$ cat src/unpack_pkg.sv
`default_nettype none

package unpack_pkg;

    // ram address and data word widths
    localparam int ADDR_W = 11;
    localparam int WORD_W = 32;
    // z, x and reconciliation outputs
    localparam int NUM_CH = 3;

    // opcode in the top nibble of the header word
    typedef enum logic [3:0] {
        PKT_Z_BASIS    = 4'd1,
        PKT_X_BASIS    = 4'd2,
        PKT_ASK_PARITY = 4'd3,
        PKT_VERIF_HASH = 4'd4
    } packet_type_e;

    // length code, 257 uses the short length field
    typedef enum logic [3:0] {
        LEN_257  = 4'd0,
        LEN_514  = 4'd1,
        LEN_771  = 4'd2,
        LEN_1028 = 4'd3
    } len_code_e;

    // header word at ram address 0, msb first
    typedef struct packed {
        packet_type_e ptype;
        len_code_e    len_code;
        logic [8:0]   short_len;
        logic [14:0]  reserved;
    } packet_header_t;

    typedef enum logic [2:0] {
        IDLE          = 3'd0,
        READ_HEADER   = 3'd1,
        SET_PARAMETER = 3'd2,
        STREAM        = 3'd3,
        UNPACK_DONE   = 3'd4,
        WAIT_RELEASE  = 3'd5
    } unpack_state_e;

    // output channel index, none means discard
    typedef enum logic [1:0] {
        CH_Z    = 2'd0,
        CH_X    = 2'd1,
        CH_ER   = 2'd2,
        CH_NONE = 2'd3
    } channel_e;

    // z and er entries carry data in the low half only
    typedef struct packed {
        logic        valid;
        logic [63:0] data;
    } chan_entry_t;

endpackage

`default_nettype wire

$ cat src/unpack_fsm.sv
`default_nettype none

module unpack_fsm
    import unpack_pkg::*;
(
    input  wire           clk,
    input  wire           rst_n,
    input  wire           msg_valid,
    input  wire           net_busy,
    input  wire           stream_done,
    output logic          unpack_busy,
    output logic          hdr_load,
    output logic          stream_en,
    output logic          clear,
    output unpack_state_e state
);

    unpack_state_e state_nxt;
    // cycles spent in READ_HEADER
    logic [1:0]    rd_cnt;

    always_ff @(posedge clk) begin
        if (!rst_n) begin
            state  <= IDLE;
            rd_cnt <= '0;
        end else begin
            state <= state_nxt;
            // counts address 0 plus the two read stages
            if (state == READ_HEADER) begin
                rd_cnt <= rd_cnt + 2'd1;
            end else begin
                rd_cnt <= '0;
            end
        end
    end

    always_comb begin
        state_nxt = state;
        case (state)
            IDLE: begin
                // network side must have released the ram
                if (msg_valid && !net_busy) begin
                    state_nxt = READ_HEADER;
                end
            end
            READ_HEADER: begin
                if (rd_cnt == 2'd2) begin
                    state_nxt = SET_PARAMETER;
                end
            end
            SET_PARAMETER: state_nxt = STREAM;
            STREAM: begin
                if (stream_done) begin
                    state_nxt = UNPACK_DONE;
                end
            end
            UNPACK_DONE: state_nxt = WAIT_RELEASE;
            WAIT_RELEASE: begin
                // hold busy until the message is withdrawn
                if (!msg_valid) begin
                    state_nxt = IDLE;
                end
            end
            default: state_nxt = IDLE;
        endcase
    end

    assign unpack_busy = (state != IDLE);
    // registered header word is stable on the third cycle
    assign hdr_load    = (state == READ_HEADER) && (rd_cnt == 2'd2);
    assign stream_en   = (state == STREAM);
    assign clear       = (state == UNPACK_DONE);

endmodule

`default_nettype wire

$ cat src/header_decoder.sv
`default_nettype none

module header_decoder
    import unpack_pkg::*;
(
    input  wire                 clk,
    input  wire                 rst_n,
    input  wire                 hdr_load,
    input  wire                 clear,
    input  wire packet_header_t hdr_word,
    output logic [ADDR_W-1:0]   depth,
    output channel_e            chan,
    output logic                hdr_first
);

    packet_header_t hdr_q;

    // header held for the whole message
    always_ff @(posedge clk) begin
        if (!rst_n || clear) begin
            hdr_q <= '0;
        end else if (hdr_load) begin
            hdr_q <= hdr_word;
        end
    end

    // length code to payload word count
    always_comb begin
        case (hdr_q.len_code)
            LEN_257:  depth = ADDR_W'(hdr_q.short_len);
            LEN_514:  depth = ADDR_W'(512);
            LEN_771:  depth = ADDR_W'(768);
            LEN_1028: depth = ADDR_W'(1024);
            // unknown codes take the largest packet
            default:  depth = ADDR_W'(1024);
        endcase
    end

    always_comb begin
        case (hdr_q.ptype)
            PKT_Z_BASIS:    chan = CH_Z;
            PKT_X_BASIS:    chan = CH_X;
            PKT_ASK_PARITY: chan = CH_ER;
            PKT_VERIF_HASH: chan = CH_ER;
            default:        chan = CH_NONE;
        endcase
    end

    // reconciliation packets forward their header word
    assign hdr_first = (hdr_q.ptype == PKT_ASK_PARITY) || (hdr_q.ptype == PKT_VERIF_HASH);

endmodule

`default_nettype wire

$ cat src/payload_reader.sv
`default_nettype none

module payload_reader
    import unpack_pkg::*;
#(
    parameter int CREDITS = 4
) (
    input  wire                clk,
    input  wire                rst_n,
    input  wire                stream_en,
    input  wire                clear,
    input  wire                hdr_first,
    input  wire [ADDR_W-1:0]   depth,
    input  wire [WORD_W-1:0]   ram_rdata,
    input  wire channel_e      chan,
    input  wire [NUM_CH-1:0]   can_take,
    output logic [ADDR_W-1:0]  ram_addr,
    output logic               word_valid,
    output logic               hdr_sent,
    output logic               stream_done,
    output logic [WORD_W-1:0]  word,
    output logic [NUM_CH-1:0]  reserve
);

    logic [ADDR_W-1:0] iss_cnt;
    logic [ADDR_W-1:0] ret_cnt;
    logic [ADDR_W-1:0] total;
    logic [ADDR_W-1:0] addr_nxt;
    logic              need_credit;
    logic              issue;
    // address, ram data and registered data stages
    logic [2:0]        vld_q;
    logic [2:0]        hdr_q;
    logic [WORD_W-1:0] word_q;

    // header word counts as one extra read
    assign total    = depth + ADDR_W'(hdr_first);
    assign addr_nxt = hdr_first ? iss_cnt : iss_cnt + ADDR_W'(1);

    // x needs one entry per pair so odd words ride on the even credit
    assign need_credit = (chan != CH_NONE) && !((chan == CH_X) && iss_cnt[0]);
    assign issue       = stream_en && (iss_cnt < total)
                         && (!need_credit || can_take[chan]);

    always_comb begin
        reserve = '0;
        if (issue && need_credit) begin
            reserve[chan] = 1'b1;
        end
    end

    always_ff @(posedge clk) begin
        if (!rst_n || clear) begin
            iss_cnt  <= '0;
            ret_cnt  <= '0;
            ram_addr <= '0;
            vld_q    <= '0;
            hdr_q    <= '0;
        end else begin
            vld_q <= {vld_q[1:0], issue};
            hdr_q <= {hdr_q[1:0], issue && hdr_first && (iss_cnt == '0)};
            // address held while stalled
            if (issue) begin
                iss_cnt  <= iss_cnt + ADDR_W'(1);
                ram_addr <= addr_nxt;
            end
            if (vld_q[2]) begin
                ret_cnt <= ret_cnt + ADDR_W'(1);
            end
        end
    end

    // second read stage also serves the header fetch
    always_ff @(posedge clk) begin
        word_q <= ram_rdata;
    end

    assign word        = word_q;
    assign word_valid  = vld_q[2];
    assign hdr_sent    = hdr_q[2];
    assign stream_done = stream_en && (ret_cnt == total);

endmodule

`default_nettype wire

$ cat src/payload_router.sv
`default_nettype none

module payload_router
    import unpack_pkg::*;
(
    input  wire               clk,
    input  wire               rst_n,
    input  wire               clear,
    input  wire               word_valid,
    input  wire               hdr_sent,
    input  wire [WORD_W-1:0]  word,
    input  wire channel_e     chan,
    output chan_entry_t       entry [NUM_CH]
);

    channel_e          target;
    logic              x_word;
    // high while the even word of a pair is held
    logic              x_phase;
    logic [WORD_W-1:0] x_hold;

    // header pass-through always lands on er
    assign target = hdr_sent ? CH_ER : chan;
    assign x_word = word_valid && (target == CH_X);

    always_ff @(posedge clk) begin
        if (!rst_n || clear) begin
            x_phase <= 1'b0;
        end else if (x_word) begin
            x_phase <= ~x_phase;
        end
    end

    always_ff @(posedge clk) begin
        if (x_word && !x_phase) begin
            x_hold <= word;
        end
    end

    always_comb begin
        for (int i = 0; i < NUM_CH; i++) begin
            entry[i] = '0;
        end
        entry[CH_Z].valid  = word_valid && (target == CH_Z);
        entry[CH_Z].data   = {32'h0, word};
        entry[CH_ER].valid = word_valid && (target == CH_ER);
        entry[CH_ER].data  = {32'h0, word};
        // earlier word in the upper half
        entry[CH_X].valid  = x_word && x_phase;
        entry[CH_X].data   = {x_hold, word};
    end

endmodule

`default_nettype wire

$ cat src/credit_port.sv
`default_nettype none

module credit_port
    import unpack_pkg::*;
#(
    parameter int CREDITS = 4
) (
    input  wire              clk,
    input  wire              rst_n,
    input  wire              reserve,
    input  wire              credit_return,
    input  wire chan_entry_t entry_in,
    output chan_entry_t      entry_out,
    output logic             can_take
);

    localparam int CNT_W = $clog2(CREDITS + 1);

    logic [CNT_W-1:0] count;
    logic             out_valid;
    logic [63:0]      out_data;

    // taken at issue, given back by the downstream sink
    always_ff @(posedge clk) begin
        if (!rst_n) begin
            count <= CNT_W'(CREDITS);
        end else begin
            case ({reserve, credit_return})
                2'b10:   count <= count - CNT_W'(1);
                2'b01:   count <= count + CNT_W'(1);
                // both or neither leaves the count
                default: count <= count;
            endcase
        end
    end

    assign can_take = (count != '0);

    // output stage
    always_ff @(posedge clk) begin
        if (!rst_n) begin
            out_valid <= 1'b0;
        end else begin
            out_valid <= entry_in.valid;
        end
    end

    always_ff @(posedge clk) begin
        out_data <= entry_in.data;
    end

    assign entry_out = '{valid: out_valid, data: out_data};

endmodule

`default_nettype wire

$ cat src/packet_unpacker.sv
`default_nettype none

module packet_unpacker
    import unpack_pkg::*;
#(
    parameter int CREDITS = 4
) (
    input  wire               clk,
    input  wire               rst_n,
    input  wire               msg_valid,
    input  wire               net_busy,
    input  wire [WORD_W-1:0]  ram_rdata,
    input  wire [NUM_CH-1:0]  credit_return,
    output logic              unpack_busy,
    output logic [ADDR_W-1:0] ram_addr,
    output chan_entry_t       ch_out [NUM_CH]
);

    unpack_state_e     state;
    logic              hdr_load;
    logic              stream_en;
    logic              clear;
    logic              stream_done;
    logic [ADDR_W-1:0] depth;
    channel_e          chan;
    logic              hdr_first;
    logic              word_valid;
    logic              hdr_sent;
    logic [WORD_W-1:0] word;
    packet_header_t    hdr_word;
    logic [NUM_CH-1:0] reserve;
    logic [NUM_CH-1:0] can_take;
    chan_entry_t       route_entry [NUM_CH];

    // header is the registered read word
    assign hdr_word = packet_header_t'(word);

    unpack_fsm u_fsm (
        .clk         (clk),
        .rst_n       (rst_n),
        .msg_valid   (msg_valid),
        .net_busy    (net_busy),
        .stream_done (stream_done),
        .unpack_busy (unpack_busy),
        .hdr_load    (hdr_load),
        .stream_en   (stream_en),
        .clear       (clear),
        .state       (state)
    );

    header_decoder u_hdr (
        .clk       (clk),
        .rst_n     (rst_n),
        .hdr_load  (hdr_load),
        .clear     (clear),
        .hdr_word  (hdr_word),
        .depth     (depth),
        .chan      (chan),
        .hdr_first (hdr_first)
    );

    payload_reader #(
        .CREDITS (CREDITS)
    ) u_reader (
        .clk         (clk),
        .rst_n       (rst_n),
        .stream_en   (stream_en),
        .clear       (clear),
        .hdr_first   (hdr_first),
        .depth       (depth),
        .ram_rdata   (ram_rdata),
        .chan        (chan),
        .can_take    (can_take),
        .ram_addr    (ram_addr),
        .word_valid  (word_valid),
        .hdr_sent    (hdr_sent),
        .stream_done (stream_done),
        .word        (word),
        .reserve     (reserve)
    );

    payload_router u_router (
        .clk        (clk),
        .rst_n      (rst_n),
        .clear      (clear),
        .word_valid (word_valid),
        .hdr_sent   (hdr_sent),
        .word       (word),
        .chan       (chan),
        .entry      (route_entry)
    );

    // one credit port per output channel
    for (genvar i = 0; i < NUM_CH; i++) begin : gen_port
        credit_port #(
            .CREDITS (CREDITS)
        ) u_port (
            .clk           (clk),
            .rst_n         (rst_n),
            .reserve       (reserve[i]),
            .credit_return (credit_return[i]),
            .entry_in      (route_entry[i]),
            .entry_out     (ch_out[i]),
            .can_take      (can_take[i])
        );
    end

endmodule

`default_nettype wire

$ cat config.mk
export PLATFORM = sky130hd
export DESIGN_NAME = packet_unpacker
export DESIGN_NICKNAME = d
export VERILOG_FILES = /design/src/unpack_pkg.sv /design/src/unpack_fsm.sv /design/src/header_decoder.sv /design/src/payload_reader.sv /design/src/payload_router.sv /design/src/credit_port.sv /design/src/packet_unpacker.sv
export SDC_FILE = /design/constraint.sdc
export NUM_CORES = 1
export LEC_CHECK = 0
export BUFFER_PORTS_ARGS = -buffer_cell sky130_fd_sc_hd__buf_4
export CORE_MARGIN = 1
export CORE_UTILIZATION = 40
export CTS_CLUSTER_DIAMETER = 60
export DETAILED_ROUTE_END_ITERATION = 16
export PLACE_DENSITY_LB_ADDON = 0.08
export SYNTH_ARGS = -nofsm -noshare
export SYNTH_HDL_FRONTEND = slang
export SYNTH_SLANG_ARGS = --single-unit
$ cat constraint.sdc
create_clock -name clk -period 5.2 [get_ports clk]
set_input_delay 0 -clock clk [delete_from_list [all_inputs] [get_ports clk]]
set_output_delay 0 -clock clk [all_outputs]
set_load 0.1 [all_outputs]
==> summary.md, run 1 <==
| Metric | Value |
|---|---|
| Most numerous cell in the Yosys netlist | `dfxtp_1` |
| Outcome | `finished, final reports clean` |
| Wire per inst | `13.6 um` |
| Cells taking the most area after synthesis | `dfxtp_1 43%, buf_4 13%, edfxtp_1 12%, nand2_1 3.2%, ha_1 3.0%` |
| Row Count | `50` |
| Die Ht | `142 um` |
| Number of max-cap violations | `0` |
| DR DRC count | `0` |
| Fin nets | `960` |
| Full die area | `20200 um2` |
| Global-route wire length before repair | `24.9 mm` |
| Most frequent cells after synthesis | `170 x dfxtp_1, 131 x buf_4, 66 x nand2_1, 40 x nor2_1, 32 x edfxtp_1` |
| Max-slew violations | `0` |
| F_max | `203 MHz` |
| Leak | `0.00418 uW` |
| Synth async-reset ratio | `0%` |
| Dpl hpwl | `11.4 mm` |
| Core Footprint | `19000 um2` |
| Grt ovf | `0` |
| Yosys top cell by area | `dfxtp_1` |
| Actual slew at the worst max-slew pin | `1050 ps` |
| EDFF count, synth | `32` |
| Synth Area per Inst | `10.6 um2` |
| Post-synthesis instance total | `740` |
| Final Cycle Share | `94.5%` |
| Crit-path max FO | `8` |
| Tmin final | `4920 ps` |
| Inserted Clock Buffers | `21` |
| Fillers | `1724` |
| Antenna cells | `0` |
| Drt via density | `4.58` |
| Die X-Extent | `142 um` |
| Clock skew | `8.33 ps` |
| Register Area | `4360 um2` |
| Layout cell share with drive strength beyond 1 | `25.6%` |
| Main synth FF type | `dfxtp_1` |
| Signal arrival time at the worst endpoint | `5350 ps` |
| Hold Crit Class | `in2reg` |
| Global-route usage over all layers | `15.5%` |
| Area of the multi-input gates | `2630 um2` |
| H-tree lvl count | `1` |
| Initial Utilization | `41.4%` |
| Routed vias | `5373` |
| Vias in the first global route | `4799` |
| Pwr Density | `375 nW/um2` |
| Post-Syn Area | `7860 um2` |
| Initial antenna violation count | `0` |
| WS Path Type | `reg2reg` |
| Final hold violations | `0` |
| DRT Pass-1 Iters | `4` |
| PnR worst setup slack | `284 ps` |
| Num ports | `246` |
| Critical Path Start Type | `flip-flop` |
| Antenna Nets Post-Route | `0` |
| Largest net degree at the start of global routing | `33` |
| Count of cell types in the netlist | `56` |
| FF+latch count, synth | `202` |
| Clock sinks | `202` |
| Worst Setup End Kind | `flip-flop` |
| Overall Power | `3680 uW` |
| Final WL | `16.0 mm` |
| Area grow syn2layout | `25.0%` |
| GP Congestion | `0.839` |
| Worst slack at placement | `608 ps` |
| Final setup fails | `0` |
| CTS tree | `yes` |
| Insertion delay to the later sink of the worst-skew pair | `490 ps` |
| Slew headroom | `29.9%` |
| YS warnings | `0` |
| Sequential share of the synthesized area | `55.6%` |
| Worst EP required | `5630 ps` |
| CTS clk-pin slew, worst paths | `60 ps` |
| IO Port Bufs | `181` |
| Root Driver | `clkbuf_16` |
| Peak VDD IR | `199 uV` |
| Clk buf depth | `3` |
| Synth top area share | `43.3%` |
| DR iter-0 viols | `210` |
layout make-up:
type / instances / share of cell area, %
clock inverter: 12 / 0.866
timing repair buffer: 228 / 18.5
multi-input combinational: 433 / 26.8
sequential: 202 / 44.4
inverter: 13 / 0.497
clock buffer: 26 / 5.64
tap: 260 / 3.31
logic make-up after synthesis:
group                    Yosys count  synth area share (%)
AO/OA/AOI/OAI                     86                  7.04
XOR/XNOR                          42                  4.68
adder cells (fa/ha/maj)           22                  3.79
buffers and inverters            168                  14.3
flip-flops                       202                  55.6
multiplexers                       9                  1.18
other                              1                0.0477
AND/OR/NAND/NOR                  210                  13.4
cells in the final DEF, fill, tap and decap left out, types with 3 or more instances in the layout:
cell type,instances
buf_4,188
dfxtp_1,170
nand2_1,66
conb_1,64
nor2_1,40
dlygate4sd3_1,40
edfxtp_1,32
a21oi_1,30
xnor2_1,21
clkbuf_16,21
xor2_1,20
ha_1,19
nand3_1,16
and3_1,14
inv_1,13
o21ai_0,12
a211oi_1,11
nand4_1,11
and2_1,10
nor3_1,9
or3_1,9
nand2b_1,8
mux2i_1,7
nor2b_1,6
nand3b_1,5
o21a_1,4
nor4_1,4
clkbuf_1,4
clkinvlp_4,4
clkinv_2,4
a21o_1,3
a31oi_1,3
fa_1,3
final timing paths:
path	to	depth (start not counted)	slack [ps]	from
worst max register to register	gen_port[2].u_port.count[2]	21	280	u_hdr.hdr_q[28]
worst min-delay path	gen_port[2].u_port.count[1]	4	50	credit_return[2]
worst min register to register	gen_port[1].u_port.out_data[61]	0	340	u_router.x_hold[29]
worst max-delay path	gen_port[2].u_port.count[2]	21	280	u_hdr.hdr_q[28]
worst max-delay path, cell delays in order, from the launching register on:
cell and delay [ps]:
dfxtp_1 380, or3b_1 420, a21oi_1 200, ha_1 220
ha_1 240, and3_1 250, nand3_1 210, xnor2_2 230
nand2_1 90, ha_1 210, a2111oi_0 340, o21ai_1 180
a211oi_2 210, buf_4 170, nand2_1 60, ha_1 210
inv_1 70, fa_1 170, xor2_1 70, or3_1 310
nand3_1 90, dlygate4sd3_1 540
where the power goes:
group          internal [uW]  switching (uW)
Combinational            107             545
Sequential              1620            29.3
Clock                    769             609
Total                   2500            1180
timing repair:
item                       4_1_cts  5_1_grt
gates resized for setup          0        4
setup endpoints to repair        0        1
hold endpoints to repair        49        0
buffers inserted                 0        2
hold buffers                    40        0
layer usage:
layer / routed length, um / up-vias / global-route usage, %
li1: - / 2643 / -
met1: 7100 / 2490 / 20.5
met2: 7510 / 209 / 25.9
met3: 1060 / 31 / 2.46
met4: 331 / 0 / 4.41
met5: 0 / - / 0
registers in the layout (all words and copies together), names as in the netlist:
signal,flops
u_fsm.rd_cnt,2
u_fsm.state,3
u_reader.hdr_q,3
u_hdr.hdr_q,17
u_reader.ram_addr,11
u_reader.word,32
gen_port.u_port.count,9
u_router.x_hold,32
u_router.x_phase,1
u_reader.iss_cnt,11
u_reader.ret_cnt,11
gen_port.u_port.out_data,64
u_reader.vld_q,3
gen_port.u_port.out_valid,3
through the flow:
stage          setup TNS (ps)  std cells  cell area [um2]  hold slack, ps  utilization [%]
3_5_place_dp                0       1094             8750             106             46.2
6_report                    0       1174             9820            53.1             51.8
2_1_floorplan               0        803             8090            27.7                -
3_3_place_gp                0       1094             8750             105             46.2
5_1_grt                 -46.0       1174             9820             105             51.8
4_1_cts                     0       1172             9790            43.2             51.7
(Power assumes the default switching activity.)
==> run 2, diff against run 1 <==
--- a/config.mk
+++ b/config.mk
@@ -6,8 +6,10 @@
 export NUM_CORES = 1
 export LEC_CHECK = 0
 export BUFFER_PORTS_ARGS = -buffer_cell sky130_fd_sc_hd__buf_4
+export CELL_PAD_IN_SITES_DETAIL_PLACEMENT = 2
+export CELL_PAD_IN_SITES_GLOBAL_PLACEMENT = 2
 export CORE_MARGIN = 1
-export CORE_UTILIZATION = 40
+export CORE_UTILIZATION = 31
 export CTS_CLUSTER_DIAMETER = 60
 export DETAILED_ROUTE_END_ITERATION = 16
 export PLACE_DENSITY_LB_ADDON = 0.08
==> run 2 against run 1 <==
Non-clock buffer count shrank 2. Critical path depth shrank 1. Via count grew 2.8%. Fmax grew 2.0%. Combinational power grew 0.8%. Clock skew grew 6.5 ps. Clock power grew 24%. Highest routed layer unchanged. Final area grew 2.4%. Critical endpoint is now gen_port[1].u_port.count[2]. Die area grew 29%. Sequential share of layout area shrank 1.0 points. Critical path type unchanged.
==> summary.md, run 2 (synthesized netlist as in run 1, its figures left out) <==
| Metric | Value |
|---|---|
| Sum of buffers and inverters on the critical path | `2 (-1)` |
| Initial antenna violation count | `0 (unchanged)` |
| Routed vias | `5523 (+2.8%)` |
| Reg-to-reg endpoint | `gen_port[1].u_port.count[2]` |
| Core Footprint | `24600 um2 (+30%)` |
| Crit-path cells | `or3b_1 -> a21oi_1 -> ha_1 -> ha_1 -> and3_1 -> nand3_1 -> xnor2_1 -> nand2_1 -> ha_1 -> a2111oi_0 -> o21ai_0 -> a211oi_2 -> buf_4 -> nand3_1 -> ha_1 -> inv_1 -> fa_1 -> xor2_1 -> or3_1 -> nand3_1` |
| Slowest-stage cell, CP | `a2111oi_0` |
| Max reg flops | `64 (unchanged)` |
| DRT Pass-1 Iters | `4 (unchanged)` |
| Clk buf depth | `3 (unchanged)` |
| GP Congestion | `0.805 (-4.1%)` |
| Actual slew at the worst max-slew pin | `1130 ps (+78.9 ps)` |
| Dpl hpwl | `14.4 mm (+26%)` |
| F_max | `207 MHz (+2.0%)` |
| Kind of cell adding the most delay to the critical path | `simple AND/OR/NAND/NOR gates` |
| Vias in the first global route | `5777 (+20%)` |
| Final Cycle Share | `92.7% (-1.8 points)` |
| Critical Path Start Type | `flip-flop` |
| Hold Crit Class | `in2reg` |
| Overall Power | `4020 uW (+9.3%)` |
| Signal arrival time at the worst endpoint | `5260 ps (-90 ps)` |
| Area grow syn2layout | `28.0%` |
| CTS clk-pin slew, worst paths | `60 ps (about the same)` |
| Grt ovf | `0 (unchanged)` |
| Reg with most FFs | `gen_port.u_port.out_data` |
| Area of the multi-input gates | `2630 um2 (-0.19%)` |
| Tmin final | `4820 ps (-95.4 ps)` |
| Register Area | `4360 um2 (unchanged)` |
| DR DRC count | `0 (unchanged)` |
| Final setup fails | `0 (unchanged)` |
| Setup TNS | `0 ps (unchanged)` |
| Root Driver | `clkbuf_16` |
| Hold Crit Start | `credit_return[1]` |
| Non-filler cells, final | `1241 (+5.7%)` |
| Clk pwr share | `42.5% (+5.1 points)` |
| Worst hold slack | `24.6 ps (-28.5 ps)` |
| Slew headroom | `24.4% (-5.4 points)` |
| Wire per inst | `16.2 um (+19%)` |
| Full die area | `26000 um2 (+29%)` |
| Largest net degree at the start of global routing | `33 (unchanged)` |
| Number of max-cap violations | `0 (unchanged)` |
| Row Count | `57 (+14%)` |
| Crit-path max FO | `8 (unchanged)` |
| Die X-Extent | `161 um (+13%)` |
| Antenna cells | `0 (unchanged)` |
| WS Path Type | `reg2reg` |
| Reg-to-reg slack, setup | `380 ps (+100 ps)` |
| Final hold violations | `0 (unchanged)` |
| Max incr delay on CP | `450 ps (-90 ps)` |
| DR iter-0 viols | `161 (-23%)` |
| H-tree lvl count | `1 (unchanged)` |
| Inserted Clock Buffers | `24 (+14%)` |
| Num ports | `246 (unchanged)` |
| Global-route usage over all layers | `15.5% (about the same)` |
| Post-CTS Resized | `0 (unchanged)` |
| RSZ-0062 raised after global routing | `no` |
| Antenna Nets Post-Route | `0 (unchanged)` |
| Seq pwr share | `41.1% (-3.8 points)` |
| CTS tree | `yes` |
| Peak VDD IR | `200 uV (+0.49%)` |
| Reg2reg start | `u_hdr.hdr_q[28]` |
| Final WL | `20.2 mm (+26%)` |
| Leak | `0.00425 uW (+1.7%)` |
| Pwr Density | `400 nW/um2 (+6.8%)` |
| Global-route wire length before repair | `31.9 mm (+28%)` |
| Max-slew violations | `0 (unchanged)` |
| Insertion delay to the later sink of the worst-skew pair | `510 ps (+20 ps)` |
| Levels on crit path | `20 (-4.8%)` |
| Layout cell share with drive strength beyond 1 | `25.4% (-0.19 points)` |
| Most frequent CP cell | `ha_1` |
| Logic pwr share | `16.3% (-1.4 points)` |
| Clock sinks | `202 (unchanged)` |
| Commonest non-fill, non-tap cells in the layout | `187 x buf_4, 170 x dfxtp_1, 66 x nand2_1` |
| Drt via density | `4.45 (-2.8%)` |
| Fin nets | `961 (+0.10%)` |
| Sw power | `1230 uW (+4.1%)` |
| Switching share of power | `30.6% (-1.5 points)` |
| Worst EP required | `5640 ps (about the same)` |
| IO Port Bufs | `181 (unchanged)` |
| Outcome | `finished, final reports clean` |
| Critical Path Source | `u_hdr.hdr_q[28]` |
| Commonest non-fill, non-tap cell in the layout | `buf_4` |
| Die Ht | `161 um (+13%)` |
| P_int | `2790 uW (+12%)` |
| Clock skew | `14.8 ps (+6.49 ps)` |
| CP endpoint | `gen_port[1].u_port.count[2]` |
| Worst Setup End Kind | `flip-flop` |
| Cells after DPL | `1158 (+5.9%)` |
| Fillers | `2618 (+52%)` |
| Initial Utilization | `31.9% (-9.5 points)` |
| R2r worst-path depth | `20 (-4.8%)` |
run 2: cell types whose count changed in the layout (fill, tap and decap cells not counted), sizes merged:
cell         delta
clkinv          -2
inv             -1
clkbuf          +7
bufinv          +3
buf             -1
clkinvlp        -2
dlygate4sd3     -1
run 2: power groups by stage:
stage                     Clock [uW]  Sequential [uW]  Combinational [uW]
final                           1710             1650                 657
after global routing            1850             1660                 675
after CTS                       1770             1660                 658
after detailed placement           0             1690                 632
after global placement             0             1680                 627
after floorplan                    0             1770                 513
run 2: what timing repair did:
item | 4_1_cts | 5_1_grt
endpoints found under the setup margin | 0 | 6
setup buffers | 0 | 1
hold endpoints to repair | 49 | 0
hold buffers | 39 | 0
run 2: worst min-delay path by stage:
stage,endpoint,slack [ps],depth (start not counted)
CTS,gen_port[1].u_port.count[1],8,4
global route,gen_port[1].u_port.count[1],70,4
global placement,u_reader.word[7],100,1
floorplan,u_reader.word[0],30,0
finish,gen_port[1].u_port.count[1],20,4
detailed placement,u_reader.word[28],110,1
run 2: layer usage:
| layer | vias to the layer above | track usage [%] | wire length [um] |
|---|---|---|---|
| li1 | 2632 | - | - |
| met1 | 2642 | 19.3 | 8780 |
| met2 | 208 | 26.7 | 9700 |
| met3 | 41 | 3.08 | 1220 |
| met4 | 0 | 4.85 | 450 |
| met5 | - | 0 | 0 |
run 2: stage by stage:
step	util (%)	area, um2	worst slack, ps
after floorplan	-	8090	438
after global placement	35.9	8840	598
after detailed placement	35.9	8840	248
after CTS	40.8	10000	231
after global routing	40.8	10100	52.2
final	40.8	10100	379
run 2: worst register-to-register path: cells and delay by family (launching register included):
kind / cells / cell delay [ps]
buf+inv: 2 / 260
xor+xnor: 2 / 360
flops: 1 / 380
simple gates: 7 / 1470
compound gates: 4 / 1170
fa+ha+maj: 5 / 1160
run 2: cell type report:
class                   instances  share of cell area, %
clock buffers                  33                   6.73
clock inverters                10                   1.36
inverters                      13                  0.485
multi-input cells             433                   26.1
flip-flops and latches        202                   43.4
well taps                     324                   4.03
repair buffers                226                   17.9
==> run 3, diff against run 2 <==
--- a/config.mk
+++ b/config.mk
@@ -12,6 +12,7 @@
 export CORE_UTILIZATION = 31
 export CTS_CLUSTER_DIAMETER = 60
 export DETAILED_ROUTE_END_ITERATION = 16
+export HOLD_SLACK_MARGIN = 0.08
 export PLACE_DENSITY_LB_ADDON = 0.08
 export SYNTH_ARGS = -nofsm -noshare
 export SYNTH_HDL_FRONTEND = slang
==> constraint.sdc (replaced) <==
create_clock -name clk -period 5.2 [get_ports clk]
set_input_delay 0 -clock clk [delete_from_list [all_inputs] [get_ports clk]]
set_output_delay 0 -clock clk [all_outputs]
set_load 0.05 [all_outputs]
==> run 3 against run 2 <==
Clock power is essentially flat. Critical endpoint unchanged. Via count shrank 0.18%. Worst setup slack lost 12 ps. Die area is the same. Routed wire length is essentially flat. Final area is essentially flat.
==> summary.md, run 3 (synthesized netlist as in run 1, its figures left out) <==
| Metric | Value |
|---|---|
| Num ports | `246 (unchanged)` |
| CP endpoint | `gen_port[1].u_port.count[2]` |
| Worst Setup End Kind | `flip-flop` |
| Area grow syn2layout | `28.1% (about the same)` |
| Final hold violations | `0 (unchanged)` |
| Dpl hpwl | `14.4 mm (unchanged)` |
| Most frequent CP cell | `ha_1` |
| Inserted Clock Buffers | `24 (unchanged)` |
| Routed vias | `5513 (-0.18%)` |
| Critical Path Start Type | `flip-flop` |
| Initial Utilization | `31.9% (unchanged)` |
| Global-route usage over all layers | `15.4% (about the same)` |
| Layout cell share with drive strength beyond 1 | `25.4% (-0.028 points)` |
| GP Congestion | `0.805 (unchanged)` |
| Crit-path cells | `or3b_1 -> a21oi_1 -> ha_1 -> ha_1 -> and3_1 -> nand3_1 -> xnor2_1 -> nand2_1 -> ha_1 -> a2111oi_0 -> o21ai_0 -> a211oi_2 -> buf_4 -> nand3_1 -> ha_1 -> inv_1 -> fa_1 -> xor2_1 -> or3_1 -> nand3_1` |
| IO Port Bufs | `181 (unchanged)` |
| Final Cycle Share | `92.9% (+0.24 points)` |
| Row Count | `57 (unchanged)` |
| Area of the multi-input gates | `2630 um2 (unchanged)` |
| Leak | `0.00425 uW (about the same)` |
| P_int | `2790 uW (about the same)` |
| Slowest-stage cell, CP | `a2111oi_0` |
| Seq pwr share | `43.9% (+2.8 points)` |
| Outcome | `finished, final reports clean` |
| RSZ-0062 raised after global routing | `no` |
| Critical Path Source | `u_hdr.hdr_q[28]` |
| Clk buf depth | `3 (unchanged)` |
| Number of max-cap violations | `0 (unchanged)` |
| Post-CTS Resized | `0 (unchanged)` |
| Max incr delay on CP | `450 ps (about the same)` |
| CTS clk-pin slew, worst paths | `60 ps (about the same)` |
| Register Area | `4360 um2 (unchanged)` |
| Root Driver | `clkbuf_16` |
| CTS tree | `yes` |
| Max-slew violations | `0 (unchanged)` |
| Hold Crit Class | `in2reg` |
| Max reg flops | `64 (unchanged)` |
| Worst EP required | `5640 ps (about the same)` |
| Full die area | `26000 um2 (unchanged)` |
| Vias in the first global route | `5781 (+0.069%)` |
| Core Footprint | `24600 um2 (unchanged)` |
| DR iter-0 viols | `152 (-5.6%)` |
| Reg-to-reg endpoint | `gen_port[1].u_port.count[2]` |
| Logic pwr share | `10.8% (-5.5 points)` |
| WS Path Type | `reg2reg` |
| Die Ht | `161 um (unchanged)` |
| Commonest non-fill, non-tap cell in the layout | `buf_4` |
| Initial antenna violation count | `0 (unchanged)` |
| Drt via density | `4.44 (-0.26%)` |
| Insertion delay to the later sink of the worst-skew pair | `510 ps (about the same)` |
| Crit-path max FO | `8 (unchanged)` |
| Clk pwr share | `45.4% (+2.9 points)` |
| Antenna cells | `0 (unchanged)` |
| Pwr Density | `375 nW/um2 (-6.3%)` |
| R2r worst-path depth | `20 (unchanged)` |
| Reg2reg start | `u_hdr.hdr_q[28]` |
| H-tree lvl count | `1 (unchanged)` |
| Reg with most FFs | `gen_port.u_port.out_data` |
| DRT Pass-1 Iters | `4 (unchanged)` |
| Final setup fails | `0 (unchanged)` |
| Commonest non-fill, non-tap cells in the layout | `187 x buf_4, 170 x dfxtp_1, 66 x nand2_1` |
| Largest net degree at the start of global routing | `33 (unchanged)` |
| Worst slack at placement | `248 ps (unchanged)` |
| Grt ovf | `0 (unchanged)` |
| Fin nets | `962 (+0.10%)` |
| PnR worst setup slack | `367 ps (-12.3 ps)` |
| Cell depth of the worst hold path | `2 (-2)` |
| Tmin final | `4830 ps (+12.3 ps)` |
| Sw power | `980 uW (-20%)` |
| DR DRC count | `0 (unchanged)` |
| Clock skew | `15.1 ps (+0.276 ps)` |
| Fillers | `2618 (unchanged)` |
| Slew headroom | `24.6% (+0.20 points)` |
| Wire per inst | `16.2 um (about the same)` |
| Switching share of power | `26.0% (-4.6 points)` |
| Global-route wire length before repair | `31.9 mm (about the same)` |
| Antenna Nets Post-Route | `0 (unchanged)` |
| Setup TNS | `0 ps (unchanged)` |
| Die X-Extent | `161 um (unchanged)` |
| Reg-to-reg slack, setup | `370 ps (about the same)` |
| Clock sinks | `202 (unchanged)` |
| Signal arrival time at the worst endpoint | `5280 ps (+20 ps)` |
| Final WL | `20.2 mm (about the same)` |
| Actual slew at the worst max-slew pin | `1130 ps (-2.93 ps)` |
| Peak VDD IR | `188 uV (-6.1%)` |
| F_max | `207 MHz (-0.26%)` |
==> run 3: stage by stage <==
step	cells	hold WS (ps)	power (uW)	instance area, um2	utilization, %
after global placement	1158	105	2060	8840	35.9
after floorplan	803	27.7	2040	8090	-
after global routing	1242	124	3940	10100	40.9
final	1242	135	3770	10100	40.9
after CTS	1241	112	3840	10100	40.9
after detailed placement	1158	106	2070	8840	35.9
==> run 3: worst min path at each step <==
stage	slack (ps)	start	to
floorplan	30	ram_rdata[0]	u_reader.word[0]
global placement	100	ram_rdata[7]	u_reader.word[7]
detailed placement	110	ram_rdata[28]	u_reader.word[28]
CTS	110	ram_rdata[7]	u_reader.word[7]
global route	120	ram_rdata[7]	u_reader.word[7]
finish	140	ram_rdata[7]	u_reader.word[7]
==> run 3: worst max-delay path: cells and delay by family (launching register included) <==
| family | cells | cell delay [ps] |
|---|---|---|
| buf+inv | 2 | 260 |
| simple gates | 7 | 1470 |
| xor+xnor | 2 | 350 |
| compound gates | 4 | 1170 |
| fa+ha+maj | 5 | 1160 |
| flops | 1 | 380 |
==> run 3: per-layer routing <==
metal	track usage [%]	up-vias	part of all wire [%]
li1	-	2633	-
met1	19.3	2634	44
met2	26.7	206	48
met3	3.06	40	6.0
met4	4.85	0	2.2
met5	0	-	0
==> run 3: power groups by stage <==
stage	combinational, uW	clock (uW)	sequential (uW)
6_report	407	1710	1650
5_1_grt	425	1850	1660
4_1_cts	408	1770	1660
3_5_place_dp	381	0	1690
3_3_place_gp	376	0	1680
2_1_floorplan	311	0	1720
==> run 3: area by class of cell <==
class / instances / area share (%)
inverters: 13 / 0.485
multi-input cells: 433 / 26.1
repair buffers: 227 / 17.9
flip-flops and latches: 202 / 43.4
well taps: 324 / 4.03
clock inverters: 10 / 1.36
clock buffers: 33 / 6.73
==> run 3: timing repair <==
| item | in CTS | in global routing |
|---|---|---|
| endpoints found under the setup margin | 0 | 6 |
| hold buffers | 40 | 0 |
| hold endpoints to repair | 69 | 0 |
| buffers inserted | 0 | 1 |
